## config.mk

```make
export PLATFORM = sky130hd
export DESIGN_NAME = video_blank
export DESIGN_NICKNAME = d
export VERILOG_FILES = /design/src/colmix_pkg.sv /design/src/video_blank.sv
export SDC_FILE = /design/constraint.sdc
export NUM_CORES = 1
export LEC_CHECK = 0
export ABC_AREA = 0
export BUFFER_PORTS_ARGS = -buffer_cell sky130_fd_sc_hd__buf_4
export CELL_PAD_IN_SITES_DETAIL_PLACEMENT = 0
export CELL_PAD_IN_SITES_GLOBAL_PLACEMENT = 1
export CORE_MARGIN = 8
export CORE_UTILIZATION = 27
export CTS_CLUSTER_SIZE = 20
export DETAILED_ROUTE_END_ITERATION = 12
export PLACE_DENSITY_LB_ADDON = 0.2
export SYNTH_ARGS = -nofsm -noshare
export SYNTH_HDL_FRONTEND = slang
export SYNTH_SLANG_ARGS = --single-unit
export TNS_END_PERCENT = 30
```

## constraint.sdc

```tcl
create_clock -name clk -period 0.8 [get_ports clk]
set_input_delay 0.16 -clock clk [delete_from_list [all_inputs] [get_ports clk]]
set_output_delay 0.16 -clock clk [all_outputs]
set_load 0.005 [all_outputs]
```

## src/colmix_pkg.sv

```systemverilog
// ----------------------------------------
// color mixer package
// widths, priority classes, layer pixel
// structs and the palette word decoding
// ----------------------------------------
package colmix_pkg;

    localparam int pal_aw = 11;             // 2048 palette entries
    localparam int pal_dw = 16;             // palette word width

    // sprite class that lets a sprite cover each tile layer
    localparam logic [1:0] obj_prio_char = 2'd3;
    localparam logic [1:0] obj_prio_scr1 = 2'd2;
    localparam logic [1:0] obj_prio_scr2 = 2'd1;

    // text layer pixel, 7 bits
    typedef struct packed {
        logic       prio;                   // tile over sprite
        logic [5:0] color;                  // low 4 bits = pixel code
    } char_pxl_t;

    // scroll layer pixel, 11 bits
    typedef struct packed {
        logic       prio;
        logic [9:0] idx;                    // low 4 bits = pixel code
    } scr_pxl_t;

    // sprite pixel, 12 bits
    typedef struct packed {
        logic [1:0] prio;                   // priority class
        logic [9:0] idx;
    } obj_pxl_t;

    // palette address, upper half of the RAM holds sprite colors
    typedef struct packed {
        logic       obj;
        logic [9:0] idx;
    } pal_addr_t;

    // one palette word, seen raw by the cpu or split into color fields
    typedef union packed {
        logic [pal_dw-1:0] raw;
        struct packed {
            logic       unused;
            logic       b_lo;               // low-order color bits
            logic       g_lo;
            logic       r_lo;
            logic [3:0] b;
            logic [3:0] g;
            logic [3:0] r;
        } f;
    } pal_word_u;

    // 15-bit output color
    typedef struct packed {
        logic [4:0] r;
        logic [4:0] g;
        logic [4:0] b;
    } rgb_t;

    // all four layers for one pixel, 41 bits
    typedef struct packed {
        char_pxl_t char_pxl;
        scr_pxl_t  scr1_pxl;
        scr_pxl_t  scr2_pxl;
        obj_pxl_t  obj_pxl;
    } layer_set_t;

endpackage

```

## src/video_blank.sv

```systemverilog
// ----------------------------------------
// video enable and blanking stage
// one pixel delay for color and blanks,
// color forced black while blanking
// ----------------------------------------
`timescale 1ns/1ps

module video_blank
    import colmix_pkg::*;
(
    input  logic      clk,
    input  logic      rst_n,
    input  logic      pxl_cen,
    input  logic      video_en,
    input  logic      hblank,       // active low
    input  logic      vblank,       // active low
    input  pal_word_u pal,
    output rgb_t      rgb,
    output logic      hblank_dly,
    output logic      vblank_dly
);

    pal_word_u pal_g;               // after video enable
    rgb_t      rgb_next;

    always_comb begin
        pal_g.raw = video_en ? pal.raw : 16'd0;
        // 4-bit field on top, extra low bit below it
        rgb_next.r = {pal_g.f.r, pal_g.f.r_lo};
        rgb_next.g = {pal_g.f.g, pal_g.f.g_lo};
        rgb_next.b = {pal_g.f.b, pal_g.f.b_lo};
    end

    always_ff @(posedge clk) begin
        if (!rst_n) begin
            rgb        <= '0;
            hblank_dly <= 1'b0;     // blanking until first pixel
            vblank_dly <= 1'b0;
        end else if (pxl_cen) begin
            hblank_dly <= hblank;
            vblank_dly <= vblank;
            rgb        <= (hblank && vblank) ? rgb_next : '0;
        end
    end

endmodule

```

# Word level (Yosys, flattened, before mapping)
# Index checks and enable logic that the tools add are counted.
[classes] n_reduce_logical=1 n_mux=2
[op_table] cell="2-to-1 mux 15 bit" count=2
[op_table] cell="logical AND 1 bit" count=1
[word_totals] in_bits=22 elab_cells=8 regBits=17 output_inout_bits=17

# Logic depth before layout (Yosys ltp)
[logic_depth] ltp_word=2 ltp_mapped=4

# Least setup slack after synthesis
# No wires, ideal clock.
[synth_path] kind="input port to flip-flop" startpoint="input port rst_n" endpoint="register rgb[10] in the netlist's numbering" required_time_ns=0.679 stages=3 path_slack_ns=-0.008 arrival_time_ns=0.687 cell_sequence="buf_4 > nor2b_4 > a2bb2o_1"
[synth_lines] element="start: declaration" line="video_blank.sv:12" rtl="input logic rst_n,"
[synth_lines] element="end signal: assignment" line="video_blank.sv:42" rtl="rgb <= (hblank && vblank) ? rgb_next : '0;"
[synth_lines] element="end: declaration" line="video_blank.sv:18" rtl="output rgb_t rgb,"

# Worst setup path after layout
[layout_path] startpoint="register rgb[13] in the netlist's numbering" endpoint="output port rgb[13] in the netlist's numbering"
# No word-level cell between the ends.

==> impl_metrics.tcl <==
set metrics [dict create \
    wirelength_um 1998 \
    worst_pin_slew_ps 117.6 \
    finClkSkew_ps 0 \
    yosysMostFrequentCell "dfxtp_1" \
    via_per_inst 4.761 \
    cpPeakStageDelay_ps 340 \
    area_delta_synth_final_pct 67.16 \
    async_flop_share_pct 0 \
    post-route-period-util_pct 112.3 \
    ys_ff_latch 17 \
    clk_latency_ps 290 \
    die_w_um 66.12 \
    ys_types 16 \
    cts_sinks 17 \
    postLayoutCoreUtil_pct 46.60 \
    grt_usage_pct 9.386 \
    vdd_drop_max_uv 1070 \
    crit_type "reg2out" \
    postCtsSetupRepairBufs 0 \
    post-place-ws_ps -2.797 \
    worstHoldPathType "in2reg" \
    start_util_pct 27.88 \
    finalMaxSlewViolations 0 \
    critical-path-top-delay-family "flip-flops" \
    cts_root_buffer "clkbuf_4" \
    relSlewSlack_pct 91.93 \
    drc 0 \
    clock_path_buffers 2 \
    pin_count 39 \
    end_kind "output pin" \
    netlist_instances 61 \
    synthesis.nets 83 \
    antenna_found_initial 0 \
    layout.cells.non_filler 134 \
    cts_tree "built" \
    fin_ws_ps -98.45 \
    p_leak_uw 0.0004707 \
    n_antenna_cell 0 \
    netlist_top_cells_area "dfxtp_1, o2bb2ai_1, nand4_1" \
    hpwlAfterDp_um 1487 \
    cp_max_fo 2 \
    startpoint_type "flop" \
    power.total_uw 1589 \
    rows 18 \
    fin_nets 127 \
    synth_top_flop_cell "dfxtp_1" \
    gp_congestion 0.6655 \
    combPwrFrac_pct 16.2 \
    grt_pass1_vias 695 \
    dieArea_mm2 0.004371 \
    grt_pass1_wl_um 3263 \
    crit_required_ps 640 \
    p_seq_share_pct 55.1 \
    drtPass1Iterations 4 \
    cts_made_buffers 3 \
    ys_top_cells_by_count "dfxtp_1, nand4_1, o2bb2ai_1" \
    finalCriticalPeriod_ps 898.5 \
    ys_seq_area_share_pct 50.18 \
    cap_violations 0 \
    gr-total-overflow 0 \
    clkPwrFrac_pct 28.7 \
    htree_levels 1 \
    syn_avg_cell_area_um2 11.12 \
    drt_first_iter_violations 22 \
    switchingPower_uw 387.0 \
    status "complete, but fails checks" \
    hold_viol 0 \
    rsz0062_at_grt "true" \
    portBuffers 37 \
    tns_ps -1508 \
    grt_max_degree 15 \
    netlist_area_um2 678.2 \
    dieHeight_um 66.12 \
    crit_buf_inv 1 \
    violations "negative setup slack" \
    avgRoutedWirePerCell_um 14.91 \
    vias 638 \
    dp_cells 130 \
    clock.fmax_mhz 1113 \
    synth.largest_area_cell "dfxtp_1" \
    cp_slowest_cell "dfxtp_2" \
    cp.arrival_ps 740 \
    ys_warn_count 0 \
    clkSlewWorstSetupHoldPaths_ps 110 \
    p_per_area_mw_per_mm2 1402 \
    setup_viol 17 \
    synth_edf_count 0 \
    cp_cell_sequence "buf_6" \
    p_sw_share_pct 24.35 \
    fp.coreArea_mm2 0.002432 \
    drive_above_1_share_pct 66.35 \
    yosysTopAreaCellShare_pct 50.18 \
    p_int_uw 1202 \
    ant_nets 0 \
]
-- final cells by class --
type,count,area [um2]
timing repair buffer,46,421.7
tap,30,37.54
fill,250,1299
clock buffer,3,22.52
multi-input combinational,37,285.3
clock inverter,1,5.005
sequential,17,361.6
-- path summary, 6_finish.rpt --
kind / cells past startpoint / end / from / slack (ps)
min reg2reg: 1 / rgb[7] / rgb[7] / 470
min: 3 / rgb[4] / pal[11] / 150
max reg2reg: 1 / rgb[10] / rgb[10] / 140
max: 1 / rgb[13] / rgb[13] / -100
-- layer usage --
layer / wire length, um / vias to the layer above / part of all wire [%] / track usage [%]
li1: - / 328 / - / -
met1: 902 / 288 / 45 / 11.33
met2: 881 / 20 / 44 / 13.87
met3: 200 / 2 / 10 / 4.407
met4: 13 / 0 / 0.65 / 4.000
met5: 0 / - / 0 / 0
-- power groups by stage --
stage / Combinational [uW] / Clock, uW / Sequential [uW]
after floorplan: 95.8 / 0 / 892
after global routing: 281 / 513 / 879
after global placement: 248 / 0 / 890
after detailed placement: 249 / 0 / 891
final: 257 / 456 / 876
after CTS: 257 / 469 / 875
-- state kept, by name, summed over array words and instances (netlist names) --
register and flops:
rgb 15, vblank_dly 1, hblank_dly 1
-- timing repair --
action	4_1_cts	5_1_grt
gates resized for setup	26	8
endpoints found under the setup margin	17	17
hold buffers	0	0
gates cloned	0	0
-- per-stage QoR --
step                      hold WS (ps)  instance area [um2]
final                            149.0                 1134
after global placement           447.9                 1021
after floorplan                  315.7                681.9
after CTS                        145.7                 1114
after detailed placement         447.9                 1021
after global routing             149.4                 1134
-- logic make-up (layout without fill, tap and decap cells) --
group                  count (synthesis)  after routing  synth area share (%)
flip-flops                            17             17                 50.19
buffers and inverters                  7             50                 7.748
AO/OA/AOI/OAI                         16             16                 20.67
multiplexers                           1              1                 1.476
AND/OR/NAND/NOR                       20             20                 19.93
-- layout by cell type, fill, tap and decap left out --
cell | Yosys | layout
a21boi_0 | 1 | 1
a2bb2o_1 | 1 | 1
buf_12 | 0 | 1
buf_4 | 1 | 28
buf_6 | 1 | 17
clkbuf_4 | 0 | 3
clkinv_2 | 0 | 1
dfxtp_2 | 0 | 17
mux2i_1 | 1 | 1
nand2_1 | 1 | 1
nand2_4 | 1 | 1
nand2b_1 | 1 | 1
nand4_1 | 15 | 15
nor2b_1 | 1 | 1
nor2b_4 | 1 | 1
o2bb2ai_1 | 14 | 14
Power figures use the tool's default switching activity.
