## config.mk

```make
export PLATFORM = sky130hd
export DESIGN_NAME = pal_apb_port
export DESIGN_NICKNAME = d
export VERILOG_FILES = /design/src/colmix_pkg.sv /design/src/pal_apb_port.sv
export SDC_FILE = /design/constraint.sdc
export NUM_CORES = 1
export LEC_CHECK = 0
export ABC_AREA = 1
export BUFFER_PORTS_ARGS = -buffer_cell sky130_fd_sc_hd__buf_2
export CORE_MARGIN = 5
export CORE_UTILIZATION = 20
export DETAILED_ROUTE_END_ITERATION = 12
export PLACE_DENSITY_LB_ADDON = 0.05
export SYNTH_ARGS = -nofsm -noshare
export SYNTH_HDL_FRONTEND = slang
export SYNTH_SLANG_ARGS = --single-unit
```

## constraint.sdc

```tcl
create_clock -name clk -period 0.8 [get_ports clk]
set_input_delay 0.04 -clock clk [delete_from_list [all_inputs] [get_ports clk]]
set_output_delay 0.04 -clock clk [all_outputs]
set_load 0.005 [all_outputs]
```

## src/colmix_pkg.sv

```systemverilog
// ----------------------------------------
// color mixer package
// widths, priority classes, layer pixel
// structs and the palette word decoding
// ----------------------------------------
package colmix_pkg;

    localparam int pal_aw = 11;             // 2048 palette entries
    localparam int pal_dw = 16;             // palette word width

    // sprite class that lets a sprite cover each tile layer
    localparam logic [1:0] obj_prio_char = 2'd3;
    localparam logic [1:0] obj_prio_scr1 = 2'd2;
    localparam logic [1:0] obj_prio_scr2 = 2'd1;

    // text layer pixel, 7 bits
    typedef struct packed {
        logic       prio;                   // tile over sprite
        logic [5:0] color;                  // low 4 bits = pixel code
    } char_pxl_t;

    // scroll layer pixel, 11 bits
    typedef struct packed {
        logic       prio;
        logic [9:0] idx;                    // low 4 bits = pixel code
    } scr_pxl_t;

    // sprite pixel, 12 bits
    typedef struct packed {
        logic [1:0] prio;                   // priority class
        logic [9:0] idx;
    } obj_pxl_t;

    // palette address, upper half of the RAM holds sprite colors
    typedef struct packed {
        logic       obj;
        logic [9:0] idx;
    } pal_addr_t;

    // one palette word, seen raw by the cpu or split into color fields
    typedef union packed {
        logic [pal_dw-1:0] raw;
        struct packed {
            logic       unused;
            logic       b_lo;               // low-order color bits
            logic       g_lo;
            logic       r_lo;
            logic [3:0] b;
            logic [3:0] g;
            logic [3:0] r;
        } f;
    } pal_word_u;

    // 15-bit output color
    typedef struct packed {
        logic [4:0] r;
        logic [4:0] g;
        logic [4:0] b;
    } rgb_t;

    // all four layers for one pixel, 41 bits
    typedef struct packed {
        char_pxl_t char_pxl;
        scr_pxl_t  scr1_pxl;
        scr_pxl_t  scr2_pxl;
        obj_pxl_t  obj_pxl;
    } layer_set_t;

endpackage

```

## src/pal_apb_port.sv

```systemverilog
// ----------------------------------------
// APB slave for the palette
// writes with no wait, reads with one,
// odd byte addresses answer with pslverr
// ----------------------------------------
`timescale 1ns/1ps

module pal_apb_port
    import colmix_pkg::*;
(
    input  logic        clk,
    input  logic        rst_n,
    // APB
    input  logic        psel,
    input  logic        penable,
    input  logic        pwrite,
    input  logic [11:0] paddr,      // byte address
    input  logic [15:0] pwdata,
    input  logic [1:0]  pstrb,
    output logic [15:0] prdata,
    output logic        pready,
    output logic        pslverr,
    // palette RAM port A
    output pal_addr_t   a_addr,
    output logic [15:0] a_wdata,
    output logic [1:0]  a_we,
    input  logic [15:0] a_rdata
);

    typedef enum logic {
        rd_idle,
        rd_wait
    } rd_state_t;

    rd_state_t rd_state;
    logic      access;              // access phase
    logic      misaligned;

    assign access     = psel && penable;
    assign misaligned = paddr[0];

    // address goes out already in the setup cycle
    assign a_addr  = paddr[pal_aw:1];
    assign a_wdata = pwdata;
    assign a_we    = (access && pwrite && !misaligned) ? pstrb : 2'b00;

    // first read access cycle waits, RAM data is there in the second
    always_ff @(posedge clk) begin
        if (!rst_n) begin
            rd_state <= rd_idle;
        end else begin
            case (rd_state)
                rd_idle: if (access && !pwrite && !misaligned) rd_state <= rd_wait;
                rd_wait: rd_state <= rd_idle;  // transfer ends here
                default: rd_state <= rd_idle;
            endcase
        end
    end

    assign pready  = access && (pwrite || misaligned || rd_state == rd_wait);
    assign pslverr = access && misaligned;
    assign prdata  = (rd_state == rd_wait) ? a_rdata : 16'd0;

endmodule

```

**After elaboration in Yosys (flattened, before gate mapping)**

Cells that the tools add are included.
W data, S select, Z words.

- Bits in registers: 1
- Bits in latches: 0
- Bits in writable memories: 0
- ROM bits: 0
- Output and inout port bits: 47
- Word-level logic and storage cells: 17
- Memories kept: 0

- $add $sub $neg: 0
- Multiply operators: 0
- Divide/modulo/power cells: 0
- $lt $le $gt $ge: 0
- Equality and inequality tests: 0
- Shift-type cells: 0
- Mux-type cells: 4
- Bitwise gates (word level): 1
- Reduce and logical (&&, ||, !) cells: 11

Operator list:

| cell | count |
|---|---|
| $mux W16 | 1 |
| $logic_and A1 B1 Y1 | 7 |
| $logic_not A1 Y1 | 2 |
| $logic_or A1 B1 Y1 | 2 |
| $mux W2 | 1 |
| $pmux W1 S2 | 1 |
| $mux W1 | 1 |
| $not A1 Y1 | 1 |

**Longest topological paths before layout**

- Word-level depth: 5
- Mapped depth: 4
- Gate-level depth less buffers: 3

**Least setup slack after synthesis**

No wires, ideal clock.

- Kind: register -> output
- Start: register rd_state
- End: output prdata[10]
- Arrival time: 629 ps
- Data required time: 760 ps
- Setup slack: 131 ps
- Stages on the path, launching flop included: 5
- Path buffers: 2
- Cells stage by stage: dfxtp_1 -> buf_6 -> buf_8 -> nand2_1 -> inv_1

- Cells in the longest elaborated chain, start to end: 1

Ends and longest elaborated chain:

| what | RTL line | text |
|---|---|---|
| start, declared | pal_apb_port.sv:35 | `rd_state_t rd_state;` |
| start signal, assigned | pal_apb_port.sv:50 | `rd_state <= rd_idle;` |
| start signal, assigned | pal_apb_port.sv:53 | `rd_idle: if (access && !pwrite && !misaligned) rd_state <= rd_wait;` |
| start signal, assigned | pal_apb_port.sv:54 | `rd_wait: rd_state <= rd_idle;` |
| $mux W16 | pal_apb_port.sv:62 | `assign prdata = (rd_state == rd_wait) ? a_rdata : 16'd0;` |
| end, declared | pal_apb_port.sv:20 | `output logic [15:0] prdata,` |

No other way between the ends.

**Worst setup path after layout**

- Start: register rd_state
- End: output prdata[0]

The elaborated chain is that of the path after synthesis.

==> impl_metrics.tcl <==
set metrics [dict create \
    die-area_um2 3170 \
    synthTopCellsByArea "buf_4 47%, inv_1 17%, nand2_1 16%" \
    drtPass1Iterations 4 \
    via_per_inst 3.54 \
    fp.dieW_um 56.3 \
    critPathKind "flop to primary output" \
    antenna_left 0 \
    r2r_cells 3 \
    cp_top_family "flip-flops" \
    initialDrtViolationCount 10 \
    io_buffers 43 \
    rr_startpoint "rd_state" \
    clkLatencyLatePin_ns 0 \
    grt_pass1_vias 391 \
    worstPathRequired_ns 0.76 \
    power.leakage_nw 0.425 \
    cts.clk_slew.worst_paths_ns 0 \
    ir_worst_vdd_v 0.000243 \
    cpPeakStageDelay_ns 0.35 \
    yosys.area.top_type "buf_4" \
    ys_seq_area_share_pct 4.66 \
    regToRegSetupSlack_ns 0.21 \
    setup-violations-final 0 \
    num_vias 421 \
    rsz0062_at_grt "no" \
    gr-total-overflow 0 \
    grt_usage_pct 6.18 \
    top_register "rd_state" \
    gp_congestion 0.693 \
    syn_area_um2 429 \
    num_io_pins 98 \
    nNetsFinal 145 \
    wl_per_cell_um 9.00 \
    drive_gt1_share_pct 52.2 \
    ys_warn_count 0 \
    post-route-period-util_pct 90.0 \
    holdCritPathClass "input pin to primary output" \
    syn_to_final_growth_pct 11.4 \
    fp.dieH_um 56.3 \
    ys_seq_elements 1 \
    crit_chain "buf_12 > nand2_1 > inv_1 > buf_2" \
    max-cap-violations 0 \
    coreArea_um2 2000 \
    tightest_slew_ns 0.146 \
    outcome "completed" \
    top_regs "rd_state (1)" \
    antenna_cells 0 \
    grt_pass1_wl_um 1750 \
    critPathBufInv 3 \
    drt-total-wl_um 1070 \
    start_util_pct 21.4 \
    final-hold-violation-count 0 \
    power.density_nw_per_um2 323 \
    timing.final.ws_setup_ns 0.0802 \
    grt_max_degree 13 \
    critPathLaunch "rd_state" \
    synth.distinct_cells 12 \
    pre_cts_ws_ns 0.00874 \
    slew-limit-headroom_pct 90.3 \
    rr_endpoint "rd_state" \
    rows 16 \
    post_cts_buffers 0 \
    final.min_clock_period_ns 0.720 \
    cp.depth 4 \
    cp-endpoint "prdata[0]" \
    synth_top_area_share_pct 47.2 \
    cts_resized 0 \
    arrival_ns 0.68 \
    fin_skew_ns 0 \
    worst_setup_path_end_kind "primary output" \
    cp_slowest_cell "dfxtp_2" \
    syn-num-nets 127 \
    drc_errors 0 \
    syn_area_per_cell_um2 5.65 \
    netlist_instances 76 \
    drv_slew 0 \
    cp_max_fo 12 \
    clock.fmax_ghz 1.39 \
    cts_hold_buf 0 \
    largest_reg_flops 1 \
    grt_antenna_before_repair 0 \
    start_kind "flop" \
    fin_tns_setup_ns 0 \
    dp_hpwl_um 985 \
]
[where the power goes]
group	switching, mW	leakage [nW]	internal [mW]
clock	0	0	0
sequential	0.00118	0.00858	0.0519
combinational	0.0410	0.416	0.0601
[metal layers]
layer / global-route usage (%) / up-vias / routed length (µm)
met1: 7.21 / 155 / 399
met5: 0 / - / 0
met4: 1.02 / 0 / 8
met2: 9.68 / 49 / 453
li1: - / 215 / -
met3: 3.90 / 2 / 210
[worst reg2reg max path: stages, from the launching register on]
cell     delay, ns
dfxtp_2       0.35
inv_2         0.04
nand2_1       0.06
nor2_1        0.03
[area by class of cell]
| class | count | area, µm² |
|---|---|---|
| sequential | 1 | 21.3 |
| inverter | 20 | 75.1 |
| tap | 27 | 33.8 |
| timing repair buffer | 45 | 243 |
| multi-input combinational | 26 | 105 |
| fill | 252 | 1520 |
[cell usage in the layout, fill, tap and decap left out, drive strengths merged]
master | netlist | routed
buf | 29 | 45
inv | 20 | 20
nand2 | 19 | 19
nor2 | 3 | 3
nor3 | 2 | 2
a21oi | 1 | 1
nand3 | 1 | 1
dfxtp | 1 | 1
[synthesized netlist by cell type (all sizes together)]
cell type / count
nand2: 19
nor2: 3
inv: 20
buf: 29
a21oi: 1
dfxtp: 1
nand3: 1
nor3: 2
[kinds of logic (layout without fill, tap and decap cells)]
group | Yosys count | after routing | share of synthesized area (%)
DFF | 1 | 1 | 4.66
AOI/OAI and AO/OA | 1 | 1 | 1.17
and+or+nand+nor | 25 | 25 | 23.3
buffers and inverters | 49 | 65 | 70.8
[through the flow]
step,cells,hold WS [ns],utilization [%],cell area [µm²],power [mW]
CTS,119,0.0800,23.8,477,0.156
detailed placement,119,0.0800,23.8,477,0.155
floorplan,76,0.153,-,429,0.192
finish,119,0.0800,23.9,478,0.154
global route,119,0.0800,23.9,478,0.169
global placement,119,0.0800,23.8,477,0.155
[how the worst min path moves through the flow]
stage / start / to / slack, ns / depth (start not counted)
after floorplan: a_rdata[4] / prdata[4] / 0.15 / 2
after global placement: paddr[11] / a_addr[10] / 0.08 / 0
after detailed placement: paddr[11] / a_addr[10] / 0.08 / 0
after CTS: paddr[11] / a_addr[10] / 0.08 / 0
after global routing: pwdata[12] / a_wdata[12] / 0.08 / 0
final: paddr[8] / a_addr[7] / 0.08 / 0
(Power assumes the default switching activity.)
