==> config.mk <==
export PLATFORM = sky130hd
export DESIGN_NAME = layer_prio
export DESIGN_NICKNAME = d
export VERILOG_FILES = /design/src/colmix_pkg.sv /design/src/layer_prio.sv
export SDC_FILE = /design/constraint.sdc
export NUM_CORES = 1
export LEC_CHECK = 0
export BUFFER_PORTS_ARGS = -buffer_cell sky130_fd_sc_hd__buf_2
export CAP_MARGIN = 20
export CORE_MARGIN = 8
export CORE_UTILIZATION = 50
export CTS_CLUSTER_DIAMETER = 200
export DETAILED_ROUTE_END_ITERATION = 10
export PLACE_DENSITY = 0.77
export SLEW_MARGIN = 20
export SYNTH_ARGS = -nofsm -noshare
export SYNTH_HDL_FRONTEND = slang
export SYNTH_SLANG_ARGS = --single-unit
==> constraint.sdc <==
create_clock -name clk -period 3.85 [get_ports clk]
set_input_delay 0.5775 -clock clk [delete_from_list [all_inputs] [get_ports clk]]
set_output_delay 0.5775 -clock clk [all_outputs]
set_load 0.1 [all_outputs]
==> src/colmix_pkg.sv <==
// ----------------------------------------
// color mixer package
// widths, priority classes, layer pixel
// structs and the palette word decoding
// ----------------------------------------
package colmix_pkg;

    localparam int pal_aw = 11;             // 2048 palette entries
    localparam int pal_dw = 16;             // palette word width

    // sprite class that lets a sprite cover each tile layer
    localparam logic [1:0] obj_prio_char = 2'd3;
    localparam logic [1:0] obj_prio_scr1 = 2'd2;
    localparam logic [1:0] obj_prio_scr2 = 2'd1;

    // text layer pixel, 7 bits
    typedef struct packed {
        logic       prio;                   // tile over sprite
        logic [5:0] color;                  // low 4 bits = pixel code
    } char_pxl_t;

    // scroll layer pixel, 11 bits
    typedef struct packed {
        logic       prio;
        logic [9:0] idx;                    // low 4 bits = pixel code
    } scr_pxl_t;

    // sprite pixel, 12 bits
    typedef struct packed {
        logic [1:0] prio;                   // priority class
        logic [9:0] idx;
    } obj_pxl_t;

    // palette address, upper half of the RAM holds sprite colors
    typedef struct packed {
        logic       obj;
        logic [9:0] idx;
    } pal_addr_t;

    // one palette word, seen raw by the cpu or split into color fields
    typedef union packed {
        logic [pal_dw-1:0] raw;
        struct packed {
            logic       unused;
            logic       b_lo;               // low-order color bits
            logic       g_lo;
            logic       r_lo;
            logic [3:0] b;
            logic [3:0] g;
            logic [3:0] r;
        } f;
    } pal_word_u;

    // 15-bit output color
    typedef struct packed {
        logic [4:0] r;
        logic [4:0] g;
        logic [4:0] b;
    } rgb_t;

    // all four layers for one pixel, 41 bits
    typedef struct packed {
        char_pxl_t char_pxl;
        scr_pxl_t  scr1_pxl;
        scr_pxl_t  scr2_pxl;
        obj_pxl_t  obj_pxl;
    } layer_set_t;

endpackage

==> src/layer_prio.sv <==
// ----------------------------------------
// layer priority
// gates the layers, merges sprites into
// each tile layer, picks the palette entry
// ----------------------------------------
`timescale 1ns/1ps

module layer_prio
    import colmix_pkg::*;
(
    input  logic       clk,
    input  logic       rst_n,
    input  logic       pxl_cen,
    input  logic [3:0] gfx_en,      // 0 char, 1 scr1, 2 scr2, 3 obj
    input  layer_set_t layers,
    output pal_addr_t  pal_addr
);

    char_pxl_t char_g;
    scr_pxl_t  scr1_g;
    scr_pxl_t  scr2_g;
    obj_pxl_t  obj_g;

    pal_addr_t lyr_char;            // merged text layer
    pal_addr_t lyr_scr1;
    pal_addr_t lyr_scr2;

    // sprite wins if it draws, has this layer's class
    // and the tile does not claim priority
    function automatic pal_addr_t tile_or_obj(
        input obj_pxl_t   spr,
        input logic [9:0] tile,
        input logic       tile_prio,
        input logic [1:0] cls
    );
        pal_addr_t sel;
        if (spr.idx[3:0] != 4'd0 && spr.prio == cls && !tile_prio) begin
            sel.obj = 1'b1;
            sel.idx = spr.idx;
        end else begin
            sel.obj = 1'b0;
            sel.idx = tile;
        end
        return sel;
    endfunction

    // sprites test 4 code bits, tiles only 3
    function automatic logic opaque(input pal_addr_t lyr);
        logic op;
        if (lyr.obj) begin
            op = lyr.idx[3:0] != 4'd0;
        end else begin
            op = lyr.idx[2:0] != 3'd0;
        end
        return op;
    endfunction

    // debug enables clear the pixel code only
    always_comb begin
        char_g = layers.char_pxl;
        scr1_g = layers.scr1_pxl;
        scr2_g = layers.scr2_pxl;
        obj_g  = layers.obj_pxl;
        if (!gfx_en[0]) char_g.color[3:0] = 4'd0;
        if (!gfx_en[1]) scr1_g.idx[3:0]   = 4'd0;
        if (!gfx_en[2]) scr2_g.idx[3:0]   = 4'd0;
        if (!gfx_en[3]) obj_g.idx[3:0]    = 4'd0;
    end

    always_ff @(posedge clk) begin
        if (!rst_n) begin
            lyr_char <= '0;
            lyr_scr1 <= '0;
            lyr_scr2 <= '0;
        end else if (pxl_cen) begin
            lyr_char <= tile_or_obj(obj_g, {4'd0, char_g.color}, char_g.prio, obj_prio_char);
            lyr_scr1 <= tile_or_obj(obj_g, scr1_g.idx, scr1_g.prio, obj_prio_scr1);
            lyr_scr2 <= tile_or_obj(obj_g, scr2_g.idx, scr2_g.prio, obj_prio_scr2);
        end
    end

    // front to back, scr2 is the backdrop
    always_comb begin
        if (opaque(lyr_char)) begin
            pal_addr = lyr_char;
        end else if (opaque(lyr_scr1)) begin
            pal_addr = lyr_scr1;
        end else begin
            pal_addr = lyr_scr2;
        end
    end

endmodule

# Yosys cells after proc, flatten, opt, wreduce, memory -nomap -nowiden
# Index checks and enable logic that the tools add are counted.
# classes
eq_ne,3
muxes,12
reduce_logical,14
# op_table
operator,n
$mux 11,5
$mux 4,4
$reduce_bool 4->1,3
$logic_and 1x1->1,6
$reduce_bool 3->1,2
$eq 2x2->1 const B,2
$logic_not 1->1,3
$mux 1,3
$eq 2x1->1 const B,1
# word_totals
ff_bits,33
out_inout_bits,11
word_cells,35

# Logic depth before layout (Yosys ltp)
# Gate-level depths: netlist of run 1.
# depth
ltp_word,5
depth_mapped,4
ltp_nobuf,3

# Worst setup path after synthesis of run 1
# OpenSTA, ideal clock, no wires.
# synth_timing
kind,reg-to-output
startpoint,reg lyr_char[3] (netlist bit)
endpoint,out pal_addr[7] (netlist bit)
arrival_ns,3.132
setup_slack_ns,0.140
path_stages_with_launch,4
n_path_buf,1
cell_sequence,dfxtp_1 a2111o_1 clkbuf_1 o21ai_0
# synth_rtl
element,line,text
"start, declared",layer_prio.sv:24,pal_addr_t lyr_char;
"start signal, assigned",layer_prio.sv:76,"lyr_char <= tile_or_obj(obj_g, {4'd0, char_g.color}, char_g.prio, obj_prio_char);"
"end, declared",layer_prio.sv:16,output pal_addr_t pal_addr

==> results of run 1 <==
-- critical path, stage by stage (launching register included) --
cell and delay [ns]:
dfxtp_1 0.34, a2111o_1 0.65, mux2i_1 0.19, o21ai_0 0.21, buf_2 0.47
-- power by group --
group	internal (W)	total (W)	leakage, nW	switching (W)
combinational	0.0000683	0.000251	0.524	0.000183
sequential	0.000362	0.000375	0.272	0.0000134
clock	0.000142	0.000259	0.0443	0.000117
total	0.000572	0.000885	0.841	0.000313
-- stage by stage --
stage | setup WS [ns] | instances | util [%] | total power (W) | hold WS [ns]
floorplan | 0.140 | 226 | - | 0.000568 | 0.454
global placement | 1.49 | 313 | 58.2 | 0.000628 | 0.468
detailed placement | 1.43 | 313 | 58.2 | 0.000630 | 0.472
CTS | 1.12 | 320 | 60.6 | 0.000888 | 0.481
global route | 0.993 | 321 | 60.9 | 0.000924 | 0.525
finish | 1.14 | 321 | 60.9 | 0.000885 | 0.483
-- cell usage after synthesis --
master	count	share of area (%)
a2111o_1	2	1.2
a211o_1	1	0.48
a211oi_1	1	0.41
a21bo_2	4	2.2
a21boi_0	7	2.9
a21oi_1	1	0.27
a221o_1	2	1.1
a311oi_1	12	5.7
a31oi_1	14	4.8
and3b_1	1	0.48
buf_1	1	0.20
buf_2	4	1.1
buf_6	2	1.2
clkbuf_1	12	2.4
dfxtp_1	33	36
mux2i_1	8	4.4
nand2_1	22	4.5
nand2b_1	7	2.4
nand3_1	17	4.6
nand3b_1	1	0.41
nand4_1	4	1.4
nor2_1	2	0.41
nor3_1	12	3.3
nor3b_2	2	1.4
o21ai_0	42	11
o21ai_1	6	1.6
o21bai_1	1	0.41
o41a_1	1	0.61
o41ai_1	1	0.48
o41ai_4	1	1.5
or3b_2	2	0.95
-- final timing paths --
| kind | slack, ns | cells past startpoint | endpoint | start |
|---|---|---|---|---|
| worst max-delay path | 1.14 | 4 | pal_addr[10] | lyr_scr1[3]$_SDFFE_PN0P_ |
| worst min-delay path | 0.48 | 2 | lyr_char[9]$_SDFFE_PN0P_ | lyr_char[9]$_SDFFE_PN0P_ |
| worst max register to register | 2.95 | 2 | lyr_char[2]$_SDFFE_PN0P_ | lyr_char[2]$_SDFFE_PN0P_ |
| worst min register to register | 0.48 | 2 | lyr_char[9]$_SDFFE_PN0P_ | lyr_char[9]$_SDFFE_PN0P_ |
-- state kept, by name, indices dropped and copies added (netlist names) --
name / flops
lyr_char: 11
lyr_scr2: 11
lyr_scr1: 11
-- layer usage --
layer	vias up	track usage, %	share of wire, %
li1	964	-	-
met1	901	22.6	44
met2	73	29.3	46
met3	8	5.59	7.4
met4	0	7.31	1.8
met5	-	0	0
-- layout make-up --
type	count	area, um^2
timing repair buffer	59	302
multi-input combinational	174	1090
tap	48	60.1
clock buffer	7	86.3
fill	342	1410
sequential	33	661
-- kinds of logic after synthesis --
logic type	after synthesis	share of synthesized area, %
compound gates	96	35.0
mux	8	4.35
buf+inv	19	4.97
simple gates	70	19.7
flops	33	35.9
==> reports/results.txt, run 1 <==
status: finished clean
largest net degree at the start of global routing: 71
Site Rows: 22
via count: 1,946
Hold Path Class: reg -> reg
Synth Instances: 226
CP Data Required Time: 3.27 ns
n_diodes: 0
core area: 3610 um^2
Die X: 76.7 um
Max Clock Skew: 0 ns
post-route minimum period: 2.71 ns
Via density: 6.06
Max clock buf depth: 2
Worst-path clk slew: 0.06 ns
Area Overhead vs Synth: 19.4%
max_slew headroom: 34.0%
clock latency on the worst-skew pair: 0.28 ns
Slew Limit Fails: 0
clock sink count: 33
Post-DP Area: 2100 um^2
fin crit share: 70.5%
fin nets: 321
first-pass GRT wire length: 9060 um
CTS Buf Count: 5
flops & latches, synth: 33
layout cell share with drive strength beyond 1: 27.1%
First DRT Iteration DRCs: 159
Syn Nets: 274
GRT overflow: 0
CTS resizes: 0
CTS Hold Bufs: 0
max-cap viol count: 0
Post-DP HPWL: 3730 um
Ys Warns: 0
critical-path maximum fanout: 9
Post-CTS Setup Inserts: 0
Setup TNS Final: 0 ns
number of global-route vias before repair: 1,961
PwrDens: 403 nW/um^2
final wirelength: 5350 um
Worst VDD drop: 0.180 mV
post-route design area: 2200 um^2
most common cell after layout, fill and taps aside: buf_2
fmax: 0.368 GHz
Distinct cells, synth: 31
crit path capture type: primary output
Initial Util: 51.0%
endpoints failing hold: 0
sequential fraction of the synthesis area: 35.9%
Arrival @ worst endpoint: 2.14 ns
Setup CP Type: reg -> out
final setup fails: 0
drt drc: 0
DRT antenna net count: 0
Die Y: 76.7 um
worst slew pin tran: 0.990 ns
leading cell types in the layout, fill and taps excluded: buf_2 (58), o21ai_0 (42), dfxtp_1 (33), nand2_1 (22), nand3_1 (17)
Initial DRT Pass Iterations: 4
initial antenna violation count: 0
Post-Syn Area per Cell: 8.14 um^2
startpoint types: register
area of the die: 5880 um^2
Root Driver: clkbuf_8
Pleak: 0.841 nW
drt wl/cell: 16.7 um
gr usage total: 18.4%
port bufs: 58
RSZ-0062 raised after global routing: false
Placer Congestion: 0.803
Boundary Pins: 59
H-tree depth: 2
CTS tree: built
Post-Syn Area: 1840 um^2
Power figures use the tool's default switching activity.
==> inputs of run 2 (changes only) <==
==> constraint.sdc (replaced) <==
create_clock -name clk -period 2.75 [get_ports clk]
set_input_delay 0.4125 -clock clk [delete_from_list [all_inputs] [get_ports clk]]
set_output_delay 0.4125 -clock clk [all_outputs]
set_load 0.1 [all_outputs]
==> reports/results.txt, run 2 (synthesis results as in run 1) <==
status: finished clean
fin nets: 323
Die X: 76.7 um
Placer Congestion: 0.815
GRT overflow: 0
Fillers: 349
Boundary Pins: 59
Worst-path clk slew: 0.07 ns
Post-CTS Setup Inserts: 0
First DRT Iteration DRCs: 238
CP Data Required Time: 2.34 ns
Worst VDD drop: 0.259 mV
RSZ-0062 raised after global routing: false
Hold Path Class: in -> reg
crit path capture type: primary output
leading cell types in the layout, fill and taps excluded: buf_2 (58), o21ai_0 (34), dfxtp_1 (33), nand2_1 (22), nand3_1 (17)
Slew Limit Fails: 0
CTS Hold Bufs: 0
fmax: 0.401 GHz
final setup fails: 0
Area Overhead vs Synth: 22.6%
final wirelength: 5380 um
startpoint types: register
multi-input combinational cell area: 1090 um^2
Via density: 6.08
drt drc: 0
largest net degree at the start of global routing: 50
Max Clock Skew: 0 ns
gr usage total: 18.9%
initial antenna violation count: 0
Initial Util: 51.0%
CTS resizes: 0
critical-path maximum fanout: 9
registers with the most flip-flops: lyr_char: 11 flops, lyr_scr1: 11 flops, lyr_scr2: 11 flops
n_diodes: 0
DRT antenna net count: 0
Fin Hold WS: 0.398 ns
clock sink count: 33
Final Power: 0.00142 W
worst slew pin tran: 0.667 ns
CTS tree: built
Initial DRT Pass Iterations: 4
Root Driver: clkbuf_8
most common cell after layout, fill and taps aside: buf_2
Final Core Density: 62.5%
max-cap viol count: 0
clock latency on the worst-skew pair: 0.29 ns
Max clock buf depth: 2
Post-DP Area: 2120 um^2
PwrDens: 631 nW/um^2
core area: 3610 um^2
Site Rows: 22
port bufs: 58
Setup CP Type: reg -> out
Reg area: 661 um^2
Die Y: 76.7 um
Pleak: 0.873 nW
via count: 1,970
Setup TNS Final: 0 ns
max_slew headroom: 55.3%
number of global-route vias before repair: 1,954
first-pass GRT wire length: 9250 um
area of the die: 5880 um^2
H-tree depth: 2
Post-DP HPWL: 3900 um
layout cell share with drive strength beyond 1: 28.3%
endpoints failing hold: 0
Arrival @ worst endpoint: 2.08 ns
post-route design area: 2250 um^2
drt wl/cell: 16.6 um
post-route minimum period: 2.49 ns
CTS Buf Count: 5
fin crit share: 90.7%
==> run 2: area by class of cell <==
cell class | instances | area share [%]
multi-input cells | 174 | 48.2
flip-flops and latches | 33 | 29.3
repair buffers | 61 | 13.9
clock buffers | 5 | 3.05
clock inverters | 3 | 2.89
well taps | 48 | 2.66
==> run 2: metal layers <==
metal	part of all wire, %	global-route usage (%)	wire, um
met3	7.3	6.41	395
met2	47	30.1	2550
met1	44	23.2	2380
met5	0	0	0
met4	0.99	6.35	53
==> run 2: stage by stage <==
| step | instances | setup slack, ns |
|---|---|---|
| after CTS | 324 | 0.232 |
| after global routing | 324 | 0.145 |
| final | 324 | 0.256 |
| after floorplan | 226 | -0.0607 |
| after detailed placement | 316 | 0.555 |
| after global placement | 316 | 0.591 |
==> run 2: worst max-delay path: stages, from the launching register on <==
cell and delay [ns]:
dfxtp_1 0.34, a2111o_1 0.65, nor2_1 0.22, a221o_1 0.16
buf_2 0.42
==> run 2: worst paths after layout <==
| kind | to | cells past startpoint | startpoint | slack [ns] |
|---|---|---|---|---|
| max | pal_addr[0] | 4 | lyr_scr1[3]$_SDFFE_PN0P_ | 0.26 |
| min reg2reg | lyr_char[7]$_SDFFE_PN0P_ | 2 | lyr_char[7]$_SDFFE_PN0P_ | 0.48 |
| max reg2reg | lyr_char[2]$_SDFFE_PN0P_ | 2 | lyr_char[2]$_SDFFE_PN0P_ | 1.87 |
| min | lyr_char[0]$_SDFFE_PN0P_ | 3 | layers[34] | 0.40 |
==> run 2: power breakdown <==
part           total [W]  internal [W]  switching [W]
clock network   0.000544      0.000360       0.000184
registers       0.000525      0.000506      0.0000190
logic           0.000354     0.0000977       0.000256
